<file path="src/rtl/neoPkg.sv">
package neoPkg;

  // buffer geometry, 12 bytes = 12 packed pixels or 3 pixels of 4 bytes
  localparam int BUFFER_END  = 11;                    // index of last buffer byte
  localparam int BUFFER_BITS = $clog2(BUFFER_END + 1); // address width of the buffer

  // bit timing
  localparam int CYCLES_PER_SLOT = 2;  // clocks per pattern slot
  localparam int SLOT_CNT_BITS   = (CYCLES_PER_SLOT > 1) ? $clog2(CYCLES_PER_SLOT) : 1;
  localparam int RESET_SLOTS     = 16; // latch time in slots, line held low

  // slot patterns, bit n is slot n, slot 0 goes out first
  localparam logic [7:0] PATTERN_ONE  = 8'b0001_1111; // high for slots 0..4
  localparam logic [7:0] PATTERN_ZERO = 8'b0000_0011; // high for slots 0..1

  // write port commands
  typedef enum logic [1:0] {
    opWritePixel,   // wrData -> buffer[wrAddr]
    opWriteCtrl,    // wrData[0] run, wrData[1] mode32
    opStart         // request one frame
  } busOpT;

  typedef enum logic [1:0] {
    stIdle,
    stTransmit,
    stLatch
  } seqStateT;

  typedef struct packed {
    logic run;      // clearing it aborts a frame
    logic mode32;   // 1: 4 bytes per pixel, 0: one packed byte per pixel
  } ctrlRegT;

  // where the sequencer is in the frame
  typedef struct packed {
    logic                   transmit;
    logic [BUFFER_BITS-1:0] pixelIndex;
    logic [1:0]             channelIndex; // 0 green, 1 blue, 2 red
    logic [2:0]             bitIndex;     // 7 down to 0
    logic [2:0]             slotIndex;    // 0 up to 7
  } streamPosT;

endpackage

</file>
<file path="src/rtl/neoRegDecode.sv">
`timescale 1ns/1ps

module neoRegDecode (
  input  logic                             clk,
  input  logic                             arstN,
  input  logic                             wrEn,
  input  neoPkg::busOpT                    wrOp,
  input  logic [neoPkg::BUFFER_BITS-1:0]   wrAddr,
  input  logic [7:0]                       wrData,
  output neoPkg::ctrlRegT                  ctrl,
  output logic                             startPulse,
  output logic [7:0]                       pixels [neoPkg::BUFFER_END+1]
);

  logic addrInRange;   // wrAddr points inside the buffer
  logic pixelWrite;
  logic ctrlWrite;
  logic startWrite;

  // addresses past BUFFER_END fall off silently
  assign addrInRange = int'(wrAddr) <= neoPkg::BUFFER_END;

  // one-hot command decode
  always_comb begin
    pixelWrite = 1'b0;
    ctrlWrite  = 1'b0;
    startWrite = 1'b0;
    if (wrEn) begin
      case (wrOp)
        neoPkg::opWritePixel: pixelWrite = addrInRange;
        neoPkg::opWriteCtrl:  ctrlWrite  = 1'b1;
        neoPkg::opStart:      startWrite = 1'b1;
        default: ;            // unused encoding, nothing happens
      endcase
    end
  end

  // pixel buffer, cleared on reset so an unwritten strip stays dark
  always_ff @(posedge clk or negedge arstN) begin
    if (!arstN) begin
      for (int i = 0; i <= neoPkg::BUFFER_END; i++) begin
        pixels[i] <= 8'h00;
      end
    end else if (pixelWrite) begin
      pixels[wrAddr] <= wrData;
    end
  end

  // control register
  always_ff @(posedge clk or negedge arstN) begin
    if (!arstN) begin
      ctrl <= '0;
    end else if (ctrlWrite) begin
      ctrl.run    <= wrData[0];
      ctrl.mode32 <= wrData[1];
    end
  end

  // start is only a request here, the sequencer decides whether to take it
  always_ff @(posedge clk or negedge arstN) begin
    if (!arstN) begin
      startPulse <= 1'b0;
    end else begin
      startPulse <= startWrite; // single cycle, one per opStart
    end
  end

endmodule

</file>
<file path="src/rtl/neoSequencer.sv">
`timescale 1ns/1ps

module neoSequencer (
  input  logic              clk,
  input  logic              arstN,
  input  neoPkg::ctrlRegT   ctrl,
  input  logic              startPulse,
  output neoPkg::streamPosT pos,
  output logic              busy,
  output logic              frameDone
);

  neoPkg::seqStateT                     state;
  logic [neoPkg::SLOT_CNT_BITS-1:0]     cycleCnt;   // clocks within a slot
  logic [2:0]                           slotIdx;
  logic [2:0]                           bitIdx;     // msb first
  logic [1:0]                           chanIdx;
  logic [neoPkg::BUFFER_BITS-1:0]       pixelIdx;
  logic [$clog2(neoPkg::RESET_SLOTS)-1:0] latchCnt; // latch slots elapsed
  logic                                 mode32Q;    // mode frozen at frame start

  logic slotDone;
  logic bitDone;
  logic pixelDone;
  logic lastPixel;
  logic latchDone;

  assign slotDone  = int'(cycleCnt) == neoPkg::CYCLES_PER_SLOT - 1;
  assign bitDone   = slotDone && (slotIdx == 3'd7);
  assign pixelDone = bitDone && (bitIdx == 3'd0) && (chanIdx == 2'd2);
  // 3 pixels of 4 bytes, or one pixel per byte
  assign lastPixel = mode32Q ? (int'(pixelIdx) == (neoPkg::BUFFER_END + 1) / 4 - 1)
                             : (int'(pixelIdx) == neoPkg::BUFFER_END);
  assign latchDone = slotDone && (int'(latchCnt) == neoPkg::RESET_SLOTS - 1);

  always_ff @(posedge clk or negedge arstN) begin
    if (!arstN) begin
      state    <= neoPkg::stIdle;
      cycleCnt <= '0;
      slotIdx  <= 3'd0;
      bitIdx   <= 3'd7;
      chanIdx  <= 2'd0;
      pixelIdx <= '0;
      latchCnt <= '0;
      mode32Q  <= 1'b0;
    end else begin
      case (state)
        neoPkg::stIdle: begin
          // park counters at the first slot of the frame
          cycleCnt <= '0;
          slotIdx  <= 3'd0;
          bitIdx   <= 3'd7;
          chanIdx  <= 2'd0;
          pixelIdx <= '0;
          latchCnt <= '0;
          if (startPulse && ctrl.run) begin
            state   <= neoPkg::stTransmit;
            mode32Q <= ctrl.mode32;
          end
        end
        neoPkg::stTransmit: begin
          if (!ctrl.run) begin
            state <= neoPkg::stIdle;      // abort, no done pulse
          end else begin
            cycleCnt <= slotDone ? '0 : cycleCnt + 1'b1;
            if (slotDone) slotIdx <= slotIdx + 3'd1; // wraps 7 -> 0
            if (bitDone) begin
              bitIdx <= bitIdx - 3'd1;    // wraps 0 -> 7 for next channel
              if (bitIdx == 3'd0) begin
                chanIdx <= (chanIdx == 2'd2) ? 2'd0 : chanIdx + 2'd1;
              end
            end
            if (pixelDone) begin
              if (lastPixel) state <= neoPkg::stLatch;
              else           pixelIdx <= pixelIdx + 1'b1;
            end
          end
        end
        neoPkg::stLatch: begin
          cycleCnt <= slotDone ? '0 : cycleCnt + 1'b1;
          if (slotDone) latchCnt <= latchCnt + 1'b1;
          if (!ctrl.run || latchDone) state <= neoPkg::stIdle;
        end
        default: state <= neoPkg::stIdle;
      endcase
    end
  end

  assign pos = '{
    transmit:     (state == neoPkg::stTransmit),
    pixelIndex:   pixelIdx,
    channelIndex: chanIdx,
    bitIndex:     bitIdx,
    slotIndex:    slotIdx
  };

  assign busy      = (state != neoPkg::stIdle);
  // last latch clock, suppressed when the frame is being aborted
  assign frameDone = (state == neoPkg::stLatch) && latchDone && ctrl.run;

endmodule

</file>
<file path="src/rtl/neoStreamEncoder.sv">
`timescale 1ns/1ps

module neoStreamEncoder (
  input  logic              clk,
  input  logic              arstN,
  input  neoPkg::ctrlRegT   ctrl,
  input  neoPkg::streamPosT pos,
  input  logic [7:0]        pixels [neoPkg::BUFFER_END+1],
  output logic              neoData
);

  logic [neoPkg::BUFFER_BITS-1:0] wideAddr;   // byte of a 4-byte pixel
  logic [7:0]                     wideByte;   // 32-bit mode channel
  logic [7:0]                     packedByte; // 8-bit mode source pixel
  logic [7:0]                     chanByte;   // channel value being sent
  logic [7:0]                     pattern;
  logic                           slotLevel;

  // 4*pixel + channel, byte 3 of each pixel is never addressed
  assign wideAddr   = {pos.pixelIndex[neoPkg::BUFFER_BITS-3:0], pos.channelIndex};
  assign wideByte   = pixels[wideAddr];
  assign packedByte = pixels[pos.pixelIndex];

  always_comb begin
    if (ctrl.mode32) begin
      chanByte = wideByte;
    end else begin
      // packed source: [7:6] blue, [5:3] green, [2:0] red
      // each field lands in the top bits of its channel
      case (pos.channelIndex)
        2'd0:    chanByte = {packedByte[5:3], 5'b0_0000}; // green
        2'd1:    chanByte = {packedByte[7:6], 6'b00_0000}; // blue
        2'd2:    chanByte = {packedByte[2:0], 5'b0_0000}; // red
        default: chanByte = 8'h00;
      endcase
    end
  end

  // one bit of the channel picks the slot pattern
  assign pattern   = chanByte[pos.bitIndex] ? neoPkg::PATTERN_ONE : neoPkg::PATTERN_ZERO;
  assign slotLevel = pattern[pos.slotIndex];

  // registered pin, low outside transmit and as soon as run drops
  always_ff @(posedge clk or negedge arstN) begin
    if (!arstN) begin
      neoData <= 1'b0;
    end else begin
      neoData <= pos.transmit && ctrl.run && slotLevel;
    end
  end

endmodule

</file>
<file path="src/rtl/neoTop.sv">
`timescale 1ns/1ps

module neoTop (
  input  logic                           clk,
  input  logic                           arstN,
  input  logic                           wrEn,
  input  neoPkg::busOpT                  wrOp,
  input  logic [neoPkg::BUFFER_BITS-1:0] wrAddr,
  input  logic [7:0]                     wrData,
  output logic                           neoData,
  output logic                           busy,
  output logic                           frameDone
);

  neoPkg::ctrlRegT   ctrl;        // run and mode, shared by sequencer and encoder
  logic              startPulse;
  logic [7:0]        pixels [neoPkg::BUFFER_END+1];
  neoPkg::streamPosT pos;         // frame position, sequencer -> encoder

  neoRegDecode decode_i (
    .clk        (clk),
    .arstN      (arstN),
    .wrEn       (wrEn),
    .wrOp       (wrOp),
    .wrAddr     (wrAddr),
    .wrData     (wrData),
    .ctrl       (ctrl),
    .startPulse (startPulse),
    .pixels     (pixels)
  );

  neoSequencer execute_i (
    .clk        (clk),
    .arstN      (arstN),
    .ctrl       (ctrl),
    .startPulse (startPulse),
    .pos        (pos),
    .busy       (busy),
    .frameDone  (frameDone)
  );

  neoStreamEncoder result_i (
    .clk     (clk),
    .arstN   (arstN),
    .ctrl    (ctrl),
    .pos     (pos),
    .pixels  (pixels),
    .neoData (neoData)      // one clock behind pos
  );

endmodule

</file>
<file path="config.mk">
export PLATFORM = sky130hd
export DESIGN_NAME = neoTop
export DESIGN_NICKNAME = d
export VERILOG_FILES = /design/src/rtl/neoPkg.sv /design/src/rtl/neoRegDecode.sv /design/src/rtl/neoSequencer.sv /design/src/rtl/neoStreamEncoder.sv /design/src/rtl/neoTop.sv
export SDC_FILE = /design/constraint.sdc
export NUM_CORES = 1
export LEC_CHECK = 0
export ABC_AREA = 1
export BUFFER_PORTS_ARGS = -buffer_cell sky130_fd_sc_hd__buf_2
export CELL_PAD_IN_SITES_DETAIL_PLACEMENT = 0
export CELL_PAD_IN_SITES_GLOBAL_PLACEMENT = 1
export CORE_MARGIN = 2
export CORE_UTILIZATION = 50
export CTS_CLUSTER_SIZE = 16
export DETAILED_ROUTE_END_ITERATION = 7
export PLACE_DENSITY = 0.84
export SYNTH_ARGS = -nofsm -noshare
export SYNTH_HDL_FRONTEND = slang
export SYNTH_HIERARCHICAL = 1
export SYNTH_SLANG_ARGS = --single-unit
</file>
<file path="constraint.sdc">
create_clock -name clk -period 2.9 [get_ports clk]
set_input_delay 0.145 -clock clk [delete_from_list [all_inputs] [get_ports clk]]
set_output_delay 0.145 -clock clk [all_outputs]
set_load 0.1 [all_outputs]
</file>
Word-level counts from Yosys, hierarchy flattened. Index checks and enable logic that the tools add are counted.

Register bits: 120. Input port bits: 17. Word-level logic and storage cells: 138.

$add $sub $neg: 6. $lt $le $gt $ge: 7. Eq/ne operators: 21. Muxes and demuxes: 49. Bitwise logic cells: 3. Reductions and logical operators: 28.

Operators with widths (count): $bwmux W96 (1); $bmux W8 S4 (2); $mux W8 (6); $demux W8 S4 (1); $pmux W8 S3 (1); $mux W2 (9); $mux W4 (4); $pmux W4 S2 (2); $ge A5 B5 Y1 const B (3); $not A4 Y5 (3); $mux W3 (4); $ne A2 B2 Y1 const B (6); $pmux W3 S2 (2); $reduce_and A4 Y1 (3); $mux W1 (11); $logic_and A1 B1 Y1 (10); $add A4 B1 Y4 const B (2); $lt A3 B4 Y1 const B (2); $bmux W1 S3 (2); $eq A2 B1 Y1 const B (3); $eq A2 B2 Y1 const B (3); $logic_not A2 Y1 (3); $ne A2 B1 Y1 const B (3); $ne A3 B3 Y1 const B (2); other kinds (21) (26).

Logic depth before layout (Yosys ltp). Gate-level depths: netlist (run 1).

Word-level depth: 12. Depth in mapped cells: 17.

Hierarchy. Netlist (run 1), hierarchy kept.

Modules (own cells, without submodules): neoRegDecode (instances 1, cells an instance 461, area each 4202.8 um^2, seq. area each 2477.4 um^2); neoStreamEncoder (instances 1, cells an instance 458, area each 2039.5 um^2, seq. area each 25.0 um^2); neoSequencer (instances 1, cells an instance 150, area each 1223.7 um^2, seq. area each 504.2 um^2).

Worst setup path after synthesis (run 1). Ideal clock, no wire load.

Kind: reg2out. From: reg execute_i.state[0]. To: out frameDone. Arrival time: 2.829 ns. Required time: 2.755 ns. Setup slack: -0.074 ns. Stages on the path, launching flop included: 5. Cells stage by stage: dfrtp_1 inv_1 ha_1 nand2_1 nor3_1.

Word-level cells in the longest chain between the ends: 3.

Ends and longest elaborated chain: start: declaration (RTL line neoSequencer.sv:13) `neoPkg::seqStateT state;`; start signal: assignment (RTL line neoSequencer.sv:38) `state <= neoPkg::stIdle;`; start signal: assignment (RTL line neoSequencer.sv:57) `state <= neoPkg::stTransmit;`; start signal: assignment (RTL line neoSequencer.sv:63) `state <= neoPkg::stIdle;`; $eq A2 B2 Y1 (RTL line neoSequencer.sv:99) `assign frameDone = (state == neoPkg::stLatch) && latchDone && ctrl.run;`; $logic_and A1 B1 Y1 (2 in series) (RTL line neoSequencer.sv:99); end: declaration (RTL line neoTop.sv:12) `output logic frameDone`.

Every way passes these cells.

Worst setup path in the final report (run 1).
From: reg execute_i/pixelIdx[0] (netlist name). To: reg result_i.neoData.

Word-level cells in the longest chain between the ends: 12.

Ends and longest elaborated chain: start: declaration (RTL line neoSequencer.sv:18) `logic [neoPkg::BUFFER_BITS-1:0] pixelIdx;`; start signal: assignment (RTL line neoSequencer.sv:75) `else pixelIdx <= pixelIdx + 1'b1;`; $not A4 Y5 (implied by the code) (RTL line neoStreamEncoder.sv:22) `assign packedByte = pixels[pos.pixelIndex];`; $bmux W8 S4 (RTL line neoStreamEncoder.sv:22); $mux W8 (implied by the code) (2 in series) (RTL line neoStreamEncoder.sv:22); $pmux W8 S3 (RTL line neoStreamEncoder.sv:30) `case (pos.channelIndex)`; $mux W8 * (RTL line neoStreamEncoder.sv:25) `if (ctrl.mode32) begin`; $bmux W1 S3 * (RTL line neoStreamEncoder.sv:40) `assign pattern = chanByte[pos.bitIndex] ? neoPkg::PATTERN_ONE : neoPkg::PATTERN_ZERO;`; $mux W1 (implied by the code) * (RTL line neoStreamEncoder.sv:40); $mux W5 * (RTL line neoStreamEncoder.sv:40); $bmux W1 S3 * (RTL line neoStreamEncoder.sv:41) `assign slotLevel = pattern[pos.slotIndex];`; $mux W1 (implied by the code) * (RTL line neoStreamEncoder.sv:41); $logic_and A1 B1 Y1 * (RTL line neoStreamEncoder.sv:48) `neoData <= pos.transmit && ctrl.run && slotLevel;`; end signal: assignment (RTL line neoStreamEncoder.sv:48); end: declaration (RTL line neoStreamEncoder.sv:9) `output logic neoData`.

Every way passes the cells marked *; elsewhere a longest branch is shown, timed or not. The select of a mux whose other input is x is not followed. A chain may end at the register's enable or synchronous reset.

==> results of run 1 <==
-- report_power, final --
part           switching, mW  leakage [nW]  internal [mW]  total (mW)
Clock                  0.787         0.298           1.51        2.30
Sequential             0.206          1.60           1.89        2.09
Combinational          0.589          2.49          0.258       0.847
-- stage by stage --
stage / std cells / setup slack, ns / util
6_report: 1272 / 0.755 / 0.571
3_5_place_dp: 1238 / 0.836 / 0.525
4_1_cts: 1272 / 0.801 / 0.571
3_3_place_gp: 1238 / 0.839 / 0.525
5_1_grt: 1272 / 0.394 / 0.571
2_1_floorplan: 1069 / 0.779 / -
-- cells by family after synthesis --
group           count (synthesis)  synth area share
simple gates                  698             0.416
flops                         120             0.403
compound gates                 98            0.0726
xor+xnor                        1           0.00117
buf+inv                       142            0.0910
fa+ha+maj                      10            0.0168
-- cells in the final DEF, fill, tap and decap left out, types with 2 or more instances in the layout --
cell type,count
nor2_1,54
o211ai_1,8
buf_12,4
nand2_1,434
nand2_4,13
o22ai_1,9
buf_4,10
bufinv_16,5
o21ai_0,42
nand3_1,157
dlygate4sd3_1,3
clkinvlp_4,4
clkinv_2,3
dfrtp_1,116
nor2_2,2
a21oi_1,29
a22oi_1,5
clkbuf_16,17
nor2_8,2
ha_1,10
nor2_4,13
buf_2,18
nand4_1,15
inv_2,4
inv_1,90
o21ai_1,2
nand2_2,4
dfstp_2,3
-- registers in the layout (all words and copies together), names as in the netlist --
signal / flops
execute_i/state: 2
execute_i/slotIdx: 3
execute_i/pixelIdx: 4
result_i/neoData: 1
execute_i/mode32Q: 1
execute_i/chanIdx: 2
execute_i/latchCnt: 4
decode_i/pixels: 96
decode_i/ctrl: 2
execute_i/bitIdx: 3
decode_i/startPulse: 1
execute_i/cycleCnt: 1
-- area by class of cell --
type,count,area (um^2),area share
well taps,184,230,0.0278
clock inverters,13,204,0.0246
repair buffers,35,275,0.0332
flip-flops and latches,120,3010,0.363
inverters,95,359,0.0433
multi-input cells,807,3790,0.457
clock buffers,18,429,0.0517
-- worst reg2reg max path, delay by kind of cell (launching register included) --
kind	cells	cell delay, ns
buffers and inverters	1	0.58
flip-flops	1	0.36
AND/OR/NAND/NOR	13	1.02
AO/OA/AOI/OAI	1	0.11
-- per-layer routing --
metal | vias to the layer above | GRT usage | part of all wire
met5 | - | 0 | 0
met2 | 226 | 0.455 | 0.47
met1 | 3219 | 0.420 | 0.45
met3 | 38 | 0.0595 | 0.059
li1 | 3441 | - | -
met4 | 0 | 0.103 | 0.025
-- worst paths after layout --
check | slack (ns) | from | cells past startpoint | endpoint
hold reg to reg | 0.47 | decode_i/pixels[39] | 2 | decode_i/pixels[39]
setup reg to reg | 0.75 | execute_i/pixelIdx[0] | 15 | result_i/neoData
setup / recovery | 0.75 | execute_i/pixelIdx[0] | 15 | result_i/neoData
hold / removal | 0.12 | wrData[6] | 3 | decode_i/pixels[70]
max in group asynchronous | 1.83 | arstN | 3 | execute_i/bitIdx[2]
min in group asynchronous | 0.29 | arstN | 2 | decode_i/pixels[81]
==> flow_metrics.env, run 1 <==
export IMPL_status="finished, final reports clean"
export IMPL_antenna_cells=0
export IMPL_synth_area_leaders="dfrtp_1 39%, nand2_1 22%, nand3_1 11%"
export IMPL_path_cells="buf_4 > nand2_1 > nand2_1 > nand2_1 > nand2_1 > nand2_1 > nand3_1 > nand2_1 > nand2_1 > nand3_1 > nand2_1 > nand2_1 > nand2_1 > nand2_1 > a21oi_1"
export IMPL_final_nets=1103
export IMPL_synth_edf_count=0
export IMPL_die_h_um=126
export IMPL_total_power_mw=5.24
export IMPL_wl_per_cell_um=17.5
export IMPL_setup_viol_count_final=0
export IMPL_timing_fmax_mhz=466
export IMPL_start_kind="flop"
export IMPL_clk_latency_ns=0.42
export IMPL_cts_buffers=17
export IMPL_ys_seq_elements=120
export IMPL_critPathBufInv=1
export IMPL_drt_pass1_iterations=5
export IMPL_area_delta_synth_final_pct=11.1
export IMPL_ctsHtreeMaxLevel=4
export IMPL_synthTopCellsByCount="434 x nand2_1, 157 x nand3_1, 117 x dfrtp_1"
export IMPL_clock_sinks=120
export IMPL_fp_coreArea_um2=14500
export IMPL_path_clk_slew_ns=0.06
export IMPL_synthesis_area_um2=7470
export IMPL_cp_common_cell="nand2_1"
export IMPL_end_kind="flop"
export IMPL_yosysTopAreaCell="dfrtp_1"
export IMPL_gr_total_overflow=0
export IMPL_hold_viol=0
export IMPL_cap_viol_max_count=0
export IMPL_cpPeakStageDelay_ns=0.58
export IMPL_min_path_type="input port to flop"
export IMPL_postSynth_asyncResetShare=1.00
export IMPL_post_route_period_util=0.740
export IMPL_holdWs_ns=0.122
export IMPL_antenna_found_initial=0
export IMPL_cp_max_fo=75
export IMPL_die_w_um=126
export IMPL_die_area_um2=15900
export IMPL_synth_most_common_cell="nand2_1"
export IMPL_final_area_um2=8300
export IMPL_place_gp_congestion=0.907
export IMPL_place_area_um2=7630
export IMPL_hpwl_mm=15.2
export IMPL_avgViaCountPerCell=5.44
export IMPL_slew_headroom=0.486
export IMPL_leakage_nw=4.38
export IMPL_cpMaxStageDelayCell="buf_4"
export IMPL_syn_inst=1069
export IMPL_finalClockSkew_ns=0.0102
export IMPL_synth_nets=1096
export IMPL_start_util=0.514
export IMPL_grt_pass1_vias=6678
export IMPL_ant_nets=0
export IMPL_cts_hold_buf=3
export IMPL_crit_arrival_ns=2.49
export IMPL_numPortBuffers=19
export IMPL_setup_tns_ns=0
export IMPL_powerDensity_nw_per_um2=632
export IMPL_drive_gt1_frac=0.0983
export IMPL_syn_mean_instance_area_um2=6.98
export IMPL_ys_flop_type="dfrtp_1"
export IMPL_grt_total_usage=0.297
export IMPL_root_buffer="clkbuf_16"
export IMPL_ys_types=35
export IMPL_yosysSeqAreaShare=0.403
export IMPL_post_cts_setup_buffer_count=0
export IMPL_ys_warn_count=6
export IMPL_crit_family="simple AND/OR/NAND/NOR gates"
export IMPL_cts_buffer_depth=2
export IMPL_drc=0
export IMPL_vias=6924
export IMPL_routed_wirelength_mm=22.2
export IMPL_grt_start_max_net_pins=76
export IMPL_pin_count=20
export IMPL_cp_data_required_time_ns=3.24
export IMPL_ir_drop_mv=0.409
export IMPL_drt_iter0_markers=631
export IMPL_crit_type="flop to flop"
export IMPL_min_period_ns=2.15
export IMPL_drv_slew=0
export IMPL_tightest_slew_ns=0.771
export IMPL_synth_top_area_frac=0.392
export IMPL_num_rows=44
export IMPL_grt_pass1_wl_mm=36.8
export IMPL_cts_resized_gates=0
export IMPL_cts_tree="built"
export IMPL_num_fill_cells=1435
export IMPL_rsz0062_at_grt="false"
Power figures use the tool's default switching activity.
==> run 2: changes to the inputs <==
--- a/config.mk
+++ b/config.mk
@@ -5,15 +5,15 @@
 export SDC_FILE = /design/constraint.sdc
 export NUM_CORES = 1
 export LEC_CHECK = 0
-export ABC_AREA = 1
+export ABC_AREA = 0
 export BUFFER_PORTS_ARGS = -buffer_cell sky130_fd_sc_hd__buf_2
 export CELL_PAD_IN_SITES_DETAIL_PLACEMENT = 0
 export CELL_PAD_IN_SITES_GLOBAL_PLACEMENT = 1
 export CORE_MARGIN = 2
-export CORE_UTILIZATION = 50
+export CORE_UTILIZATION = 53
 export CTS_CLUSTER_SIZE = 16
 export DETAILED_ROUTE_END_ITERATION = 7
-export PLACE_DENSITY = 0.84
+export PLACE_DENSITY = 0.79
 export SYNTH_ARGS = -nofsm -noshare
 export SYNTH_HDL_FRONTEND = slang
 export SYNTH_HIERARCHICAL = 1
==> constraint.sdc (replaced) <==
create_clock -name clk -period 2.25 [get_ports clk]
set_input_delay 0.1125 -clock clk [delete_from_list [all_inputs] [get_ports clk]]
set_output_delay 0.1125 -clock clk [all_outputs]
set_load 0.1 [all_outputs]
==> flow_metrics.env, run 2 <==
export IMPL_power_internal_mw=4.84
export IMPL_timing_fmax_mhz=395
export IMPL_die_area_um2=14000
export IMPL_synth_nets=543
export IMPL_status="complete, but fails checks"
export IMPL_min_delay_start="wrData[6]"
export IMPL_tightest_slew_ns=0.564
export IMPL_cts_buffer_depth=2
export IMPL_path_clk_slew_ns=0.05
export IMPL_cap_viol_max_count=0
export IMPL_setup_viol_count_final=1
export IMPL_final_cell_mix="114 x dfrtp_1, 98 x mux2_2, 46 x buf_4"
export IMPL_layout_commonest_cell="dfrtp_1"
export IMPL_place_gp_congestion=0.861
export IMPL_gr_total_overflow=0
export IMPL_final_nets=604
export IMPL_ys_flop_type="dfrtp_1"
export IMPL_cp_data_required_time_ns=2.54
export IMPL_syn_mean_instance_area_um2=13.4
export IMPL_grt_start_max_net_pins=55
export IMPL_switching_share=0.257
export IMPL_switchingPower_mw=1.67
export IMPL_regToRegEndpoint="result_i/neoData"
export IMPL_min_path_cells=2
export IMPL_synth_most_common_cell="dfrtp_1"
export IMPL_synthesis_area_um2=6910
export IMPL_ant_nets=0
export IMPL_clock_sinks=120
export IMPL_min_to="decode_i/pixels[86]"
export IMPL_postSynth_asyncResetShare=1.00
export IMPL_start_util=0.545
export IMPL_drt_pass1_iterations=5
export IMPL_drv_slew=0
export IMPL_grt_total_usage=0.263
export IMPL_wl_per_cell_um=23.0
export IMPL_ir_drop_mv=0.482
export IMPL_comb_power_share=0.156
export IMPL_ys_types=70
export IMPL_num_rows=41
export IMPL_routed_wirelength_mm=17.6
export IMPL_min_period_ns=2.53
export IMPL_cts_buffers=17
export IMPL_cts_tree="built"
export IMPL_clk_latency_ns=0.42
export IMPL_drt_iter0_markers=358
export IMPL_stdcell_count=762
export IMPL_clkPwrFrac=0.436
export IMPL_fp_coreArea_um2=12700
export IMPL_violations="negative setup slack"
export IMPL_ctsHtreeMaxLevel=4
export IMPL_finalClockSkew_ns=0.00439
export IMPL_reg_top3="decode_i/pixels (96), execute_i/latchCnt (4), execute_i/pixelIdx (4)"
export IMPL_largest_reg_flops=96
export IMPL_root_buffer="clkbuf_16"
export IMPL_hpwl_mm=11.7
export IMPL_rsz0062_at_grt="true"
export IMPL_syn_inst=516
export IMPL_cp_max_fo=5
export IMPL_dp_cells=713
export IMPL_powerDensity_nw_per_um2=781
export IMPL_synth_top_area_frac=0.424
export IMPL_post_route_period_util=1.13
export IMPL_area_delta_synth_final_pct=20.6
export IMPL_setup_tns_ns=-0.282
export IMPL_hold_viol=0
export IMPL_r2r_start="execute_i/pixelIdx[0]"
export IMPL_setup_slack_ns=-0.282
export IMPL_ys_seq_elements=120
export IMPL_rrSetupSlack_ns=-0.28
export IMPL_crit_arrival_ns=2.83
export IMPL_pin_count=20
export IMPL_ys_warn_count=6
export IMPL_yosysTopAreaCell="dfrtp_1"
export IMPL_synth_area_leaders="dfrtp_1 42%, mux2_2 16%, mux4_2 14%"
export IMPL_reg2regPathDepth=9
export IMPL_start_kind="flop"
export IMPL_grt_pass1_wl_mm=27.9
export IMPL_grt_pass1_vias=4931
export IMPL_pwr_share_seq=0.409
export IMPL_yosysSeqAreaShare=0.435
export IMPL_avgViaCountPerCell=6.39
export IMPL_regMostFlops="decode_i/pixels"
export IMPL_place_ws_ns=-0.279
export IMPL_slew_headroom=0.623
export IMPL_end_kind="flop"
export IMPL_crit_type="flop to flop"
export IMPL_antenna_cells=0
export IMPL_synthTopCellsByCount="117 x dfrtp_1, 98 x mux2_2, 42 x mux4_2"
export IMPL_leakage_nw=3.71
export IMPL_num_fill_cells=947
export IMPL_synth_edf_count=0
export IMPL_antenna_found_initial=0
export IMPL_die_h_um=118
export IMPL_vias=4866
export IMPL_die_w_um=118
export IMPL_numPortBuffers=19
export IMPL_drive_gt1_frac=0.485
export IMPL_min_path_type="input port to flop"
export IMPL_drc=0
run 2: cell count changes after synthesis, sizes merged, moves of 8 or more:
cell   delta
nand2   -433
nand3   -141
mux2    +106
inv      -80
nor2     -60
mux4     +44
o21ai    -37
a21oi    -20
nand4    -12
mux2i    +10
o22ai     -8
run 2: logic make-up (layout without fill, tap and decap cells):
family,Yosys count,count (layout),share of synthesized area
xor+xnor,2,2,0.00254
simple gates,108,108,0.102
fa+ha+maj,10,10,0.0181
compound gates,61,61,0.0683
mux,160,160,0.336
flops,120,120,0.435
buf+inv,55,129,0.0379
run 2: worst max-delay path, stage by stage, from the launching register on:
cell       delay, ns
dfrtp_2         0.40
buf_6           0.14
buf_8           0.12
buf_4           0.11
mux4_2          0.50
nor2b_2         0.15
o41ai_1         0.11
a311oi_1        0.43
a2111oi_1       0.12
or3_1           0.33
run 2: worst max-delay path by stage:
| stage | startpoint | end | cells after the start |
|---|---|---|---|
| 2_1_floorplan | execute_i/chanIdx[1] | result_i/neoData | 9 |
| 3_3_place_gp | execute_i/pixelIdx[0] | result_i/neoData | 7 |
| 3_5_place_dp | execute_i/pixelIdx[0] | result_i/neoData | 6 |
| 4_1_cts | execute_i/pixelIdx[0] | result_i/neoData | 8 |
| 5_1_grt | execute_i/chanIdx[0] | result_i/neoData | 6 |
| 6_report | execute_i/pixelIdx[0] | result_i/neoData | 9 |
run 2: routing by layer:
layer / GRT usage / routed length, um / vias to the layer above
li1: - / - / 2127
met1: 0.351 / 7510 / 2550
met2: 0.424 / 8790 / 152
met3: 0.0594 / 807 / 37
met4: 0.0986 / 446 / 0
met5: 0 / 0 / -
run 2: final cells by class:
type,count,area [um^2],share of cell area
repair buffers,82,713,0.0856
well taps,172,215,0.0258
flip-flops and latches,120,3010,0.361
clock buffers,24,472,0.0566
multi-input cells,341,3720,0.446
inverters,15,56.3,0.00676
clock inverters,8,144,0.0173
run 2: power groups by stage:
stage	Sequential, mW	Clock, mW	Combinational [mW]
after floorplan	2.63	0	0.689
after global placement	2.67	0	0.939
after detailed placement	2.68	0	0.969
after CTS	2.65	2.88	0.985
after global routing	2.69	2.99	1.09
final	2.66	2.83	1.01
run 2: timing repair:
item,CTS,global route
pin swaps,7,10
buffers inserted,8,4
resized for setup,9,22
setup endpoints to repair,1,2
hold buffers,3,0
endpoints found under the hold margin,37,0
gates cloned,0,2
run 2: through the flow:
| stage | util | power, mW | hold slack (ns) | cell area (um^2) |
|---|---|---|---|---|
| 5_1_grt | 0.657 | 6.78 | 0.118 | 8330 |
| 6_report | 0.657 | 6.51 | 0.105 | 8330 |
| 3_3_place_gp | 0.586 | 3.61 | 0.103 | 7430 |
| 2_1_floorplan | - | 3.32 | -0.183 | 6920 |
| 3_5_place_dp | 0.586 | 3.65 | 0.109 | 7430 |
| 4_1_cts | 0.643 | 6.52 | 0.0891 | 8140 |
==> run 3: changes to the inputs <==
--- a/config.mk
+++ b/config.mk
@@ -9,11 +9,13 @@
 export BUFFER_PORTS_ARGS = -buffer_cell sky130_fd_sc_hd__buf_2
 export CELL_PAD_IN_SITES_DETAIL_PLACEMENT = 0
 export CELL_PAD_IN_SITES_GLOBAL_PLACEMENT = 1
+export CORE_ASPECT_RATIO = 1.5
 export CORE_MARGIN = 2
 export CORE_UTILIZATION = 53
 export CTS_CLUSTER_SIZE = 16
 export DETAILED_ROUTE_END_ITERATION = 7
 export PLACE_DENSITY = 0.79
+export SKIP_LAST_GASP = 1
 export SYNTH_ARGS = -nofsm -noshare
 export SYNTH_HDL_FRONTEND = slang
 export SYNTH_HIERARCHICAL = 1
==> flow_metrics.env, run 3 (synthesized netlist as in run 2, its figures left out) <==
export IMPL_num_rows=51
export IMPL_clkPwrFrac=0.456
export IMPL_slew_headroom=0.532
export IMPL_die_area_um2=14000
export IMPL_tightest_slew_ns=0.702
export IMPL_switching_share=0.254
export IMPL_ir_drop_mv=0.602
export IMPL_start_util=0.538
export IMPL_start_kind="flop"
export IMPL_clock_sinks=120
export IMPL_root_buffer="clkbuf_16"
export IMPL_drive_gt1_frac=0.481
export IMPL_cts_buffer_depth=2
export IMPL_wl_per_cell_um=24.2
export IMPL_timing_fmax_mhz=415
export IMPL_cpMaxStageDelayCell="mux4_2"
export IMPL_cp_max_fo=7
export IMPL_violations="negative setup slack"
export IMPL_layout_commonest_cell="dfrtp_1"
export IMPL_avgViaCountPerCell=6.46
export IMPL_cts_tree="built"
export IMPL_pwr_share_seq=0.394
export IMPL_drc=0
export IMPL_setup_viol_count_final=1
export IMPL_setup_tns_ns=-0.161
export IMPL_status="complete, but fails checks"
export IMPL_vias=4858
export IMPL_powerDensity_nw_per_um2=809
export IMPL_leakage_nw=3.74
export IMPL_min_period_ns=2.41
export IMPL_antenna_cells=0
export IMPL_drt_iter0_markers=298
export IMPL_grt_pass1_vias=5269
export IMPL_numPortBuffers=19
export IMPL_finalClockSkew_ns=0.00880
export IMPL_routed_wirelength_mm=18.2
export IMPL_setup_slack_ns=-0.161
export IMPL_comb_power_share=0.150
export IMPL_die_h_um=144
export IMPL_drt_pass1_iterations=5
export IMPL_fp_coreArea_um2=12800
export IMPL_path_cells="buf_6 > buf_4 > mux4_2 > o221ai_2 > nand4_1 > a211oi_2 > a211oi_1 > or3_1"
export IMPL_die_w_um=97.2
export IMPL_regMostFlops="decode_i/pixels"
export IMPL_grt_pass1_wl_mm=29.6
export IMPL_place_gp_congestion=0.952
export IMPL_gr_total_overflow=0
export IMPL_cp_data_required_time_ns=2.53
export IMPL_hold_viol=0
export IMPL_power_internal_mw=5.02
export IMPL_cts_buffers=17
export IMPL_drv_slew=0
export IMPL_total_power_mw=6.72
export IMPL_grt_total_usage=0.280
export IMPL_cap_viol_max_count=0
export IMPL_pin_count=20
export IMPL_end_kind="flop"
export IMPL_antenna_found_initial=0
export IMPL_area_delta_synth_final_pct=20.4
export IMPL_rsz0062_at_grt="true"
export IMPL_final_cell_mix="115 x dfrtp_1, 98 x mux2_2, 54 x buf_4"
export IMPL_hpwl_mm=12.8
export IMPL_ctsHtreeMaxLevel=4
export IMPL_crit_arrival_ns=2.69
export IMPL_switchingPower_mw=1.71
export IMPL_post_route_period_util=1.07
export IMPL_reg_top3="decode_i/pixels (96), execute_i/latchCnt (4), execute_i/pixelIdx (4)"
export IMPL_min_path_type="input port to flop"
export IMPL_grt_start_max_net_pins=53
export IMPL_crit_type="flop to flop"
export IMPL_path_clk_slew_ns=0.05
export IMPL_final_nets=607
export IMPL_largest_reg_flops=96
export IMPL_cpPeakStageDelay_ns=0.52
export IMPL_clk_latency_ns=0.41
export IMPL_ant_nets=0
==> run 3: cell count changes in the layout (fill, tap and decap cells not counted), sizes merged <==
| cell | change |
|---|---|
| clkinv | -4 |
| buf | +5 |
| clkbuf | -4 |
| bufinv | +1 |
| clkinvlp | +4 |
| inv | +1 |
==> run 3: path summary, 6_finish.rpt <==
path	start	depth (start not counted)	slack, ns	endpoint
setup / recovery	execute_i/pixelIdx[0]	8	-0.16	result_i/neoData
min in group asynchronous	arstN	2	0.28	execute_i/pixelIdx[1]
max in group asynchronous	arstN	3	1.15	decode_i/pixels[35]
hold reg to reg	execute_i/mode32Q	1	0.52	execute_i/mode32Q
setup reg to reg	execute_i/pixelIdx[0]	8	-0.16	result_i/neoData
hold / removal	wrData[2]	2	0.15	decode_i/pixels[82]
==> run 3: final cells by class <==
class / count / area (um^2)
tap: 159 / 199
clock inverter: 10 / 189
fill: 967 / 4510
multi-input combinational: 341 / 3670
clock buffer: 22 / 484
sequential: 120 / 3010
timing repair buffer: 85 / 708
inverter: 15 / 56.3
==> run 3: per-layer routing <==
| layer | track usage | up-vias | share of wire |
|---|---|---|---|
| li1 | - | 2123 | - |
| met4 | 0.139 | 0 | 0.038 |
| met3 | 0.0506 | 49 | 0.039 |
| met2 | 0.486 | 141 | 0.53 |
| met1 | 0.337 | 2545 | 0.39 |
| met5 | 0 | - | 0 |
==> run 3: per-stage QoR <==
step / std cells / hold WS, ns / instance area, um^2 / setup slack [ns] / utilization
final: 752 / 0.146 / 8320 / -0.161 / 0.648
after global routing: 752 / 0.147 / 8320 / -0.249 / 0.648
after global placement: 712 / 0.183 / 7530 / -0.278 / 0.587
after floorplan: 516 / -0.183 / 6920 / -0.0494 / -
after detailed placement: 712 / 0.194 / 7530 / -0.339 / 0.587
after CTS: 749 / 0.121 / 8280 / -0.167 / 0.646
==> run 3: power groups by stage <==
stage / combinational (mW) / sequential (mW) / clock (mW)
floorplan: 0.689 / 2.63 / 0
global placement: 0.958 / 2.66 / 0
detailed placement: 0.988 / 2.68 / 0
CTS: 1.01 / 2.65 / 3.11
global route: 1.09 / 2.68 / 3.21
finish: 1.01 / 2.65 / 3.07
==> run 3: what timing repair did <==
action                                 4_1_cts  5_1_grt
setup endpoints to repair                    1        1
endpoints found under the hold margin       44        0
buffers inserted                             2        3
hold buffers                                 3        0
gates resized for setup                     13        2
pin swaps                                    4        0
==> run 3: critical path: cells and delay by family, from the launching register on <==
| kind | cells | cell delay, ns |
|---|---|---|
| mux | 1 | 0.52 |
| compound gates | 3 | 0.52 |
| buf+inv | 2 | 0.26 |
| simple gates | 2 | 0.48 |
| flops | 1 | 0.50 |
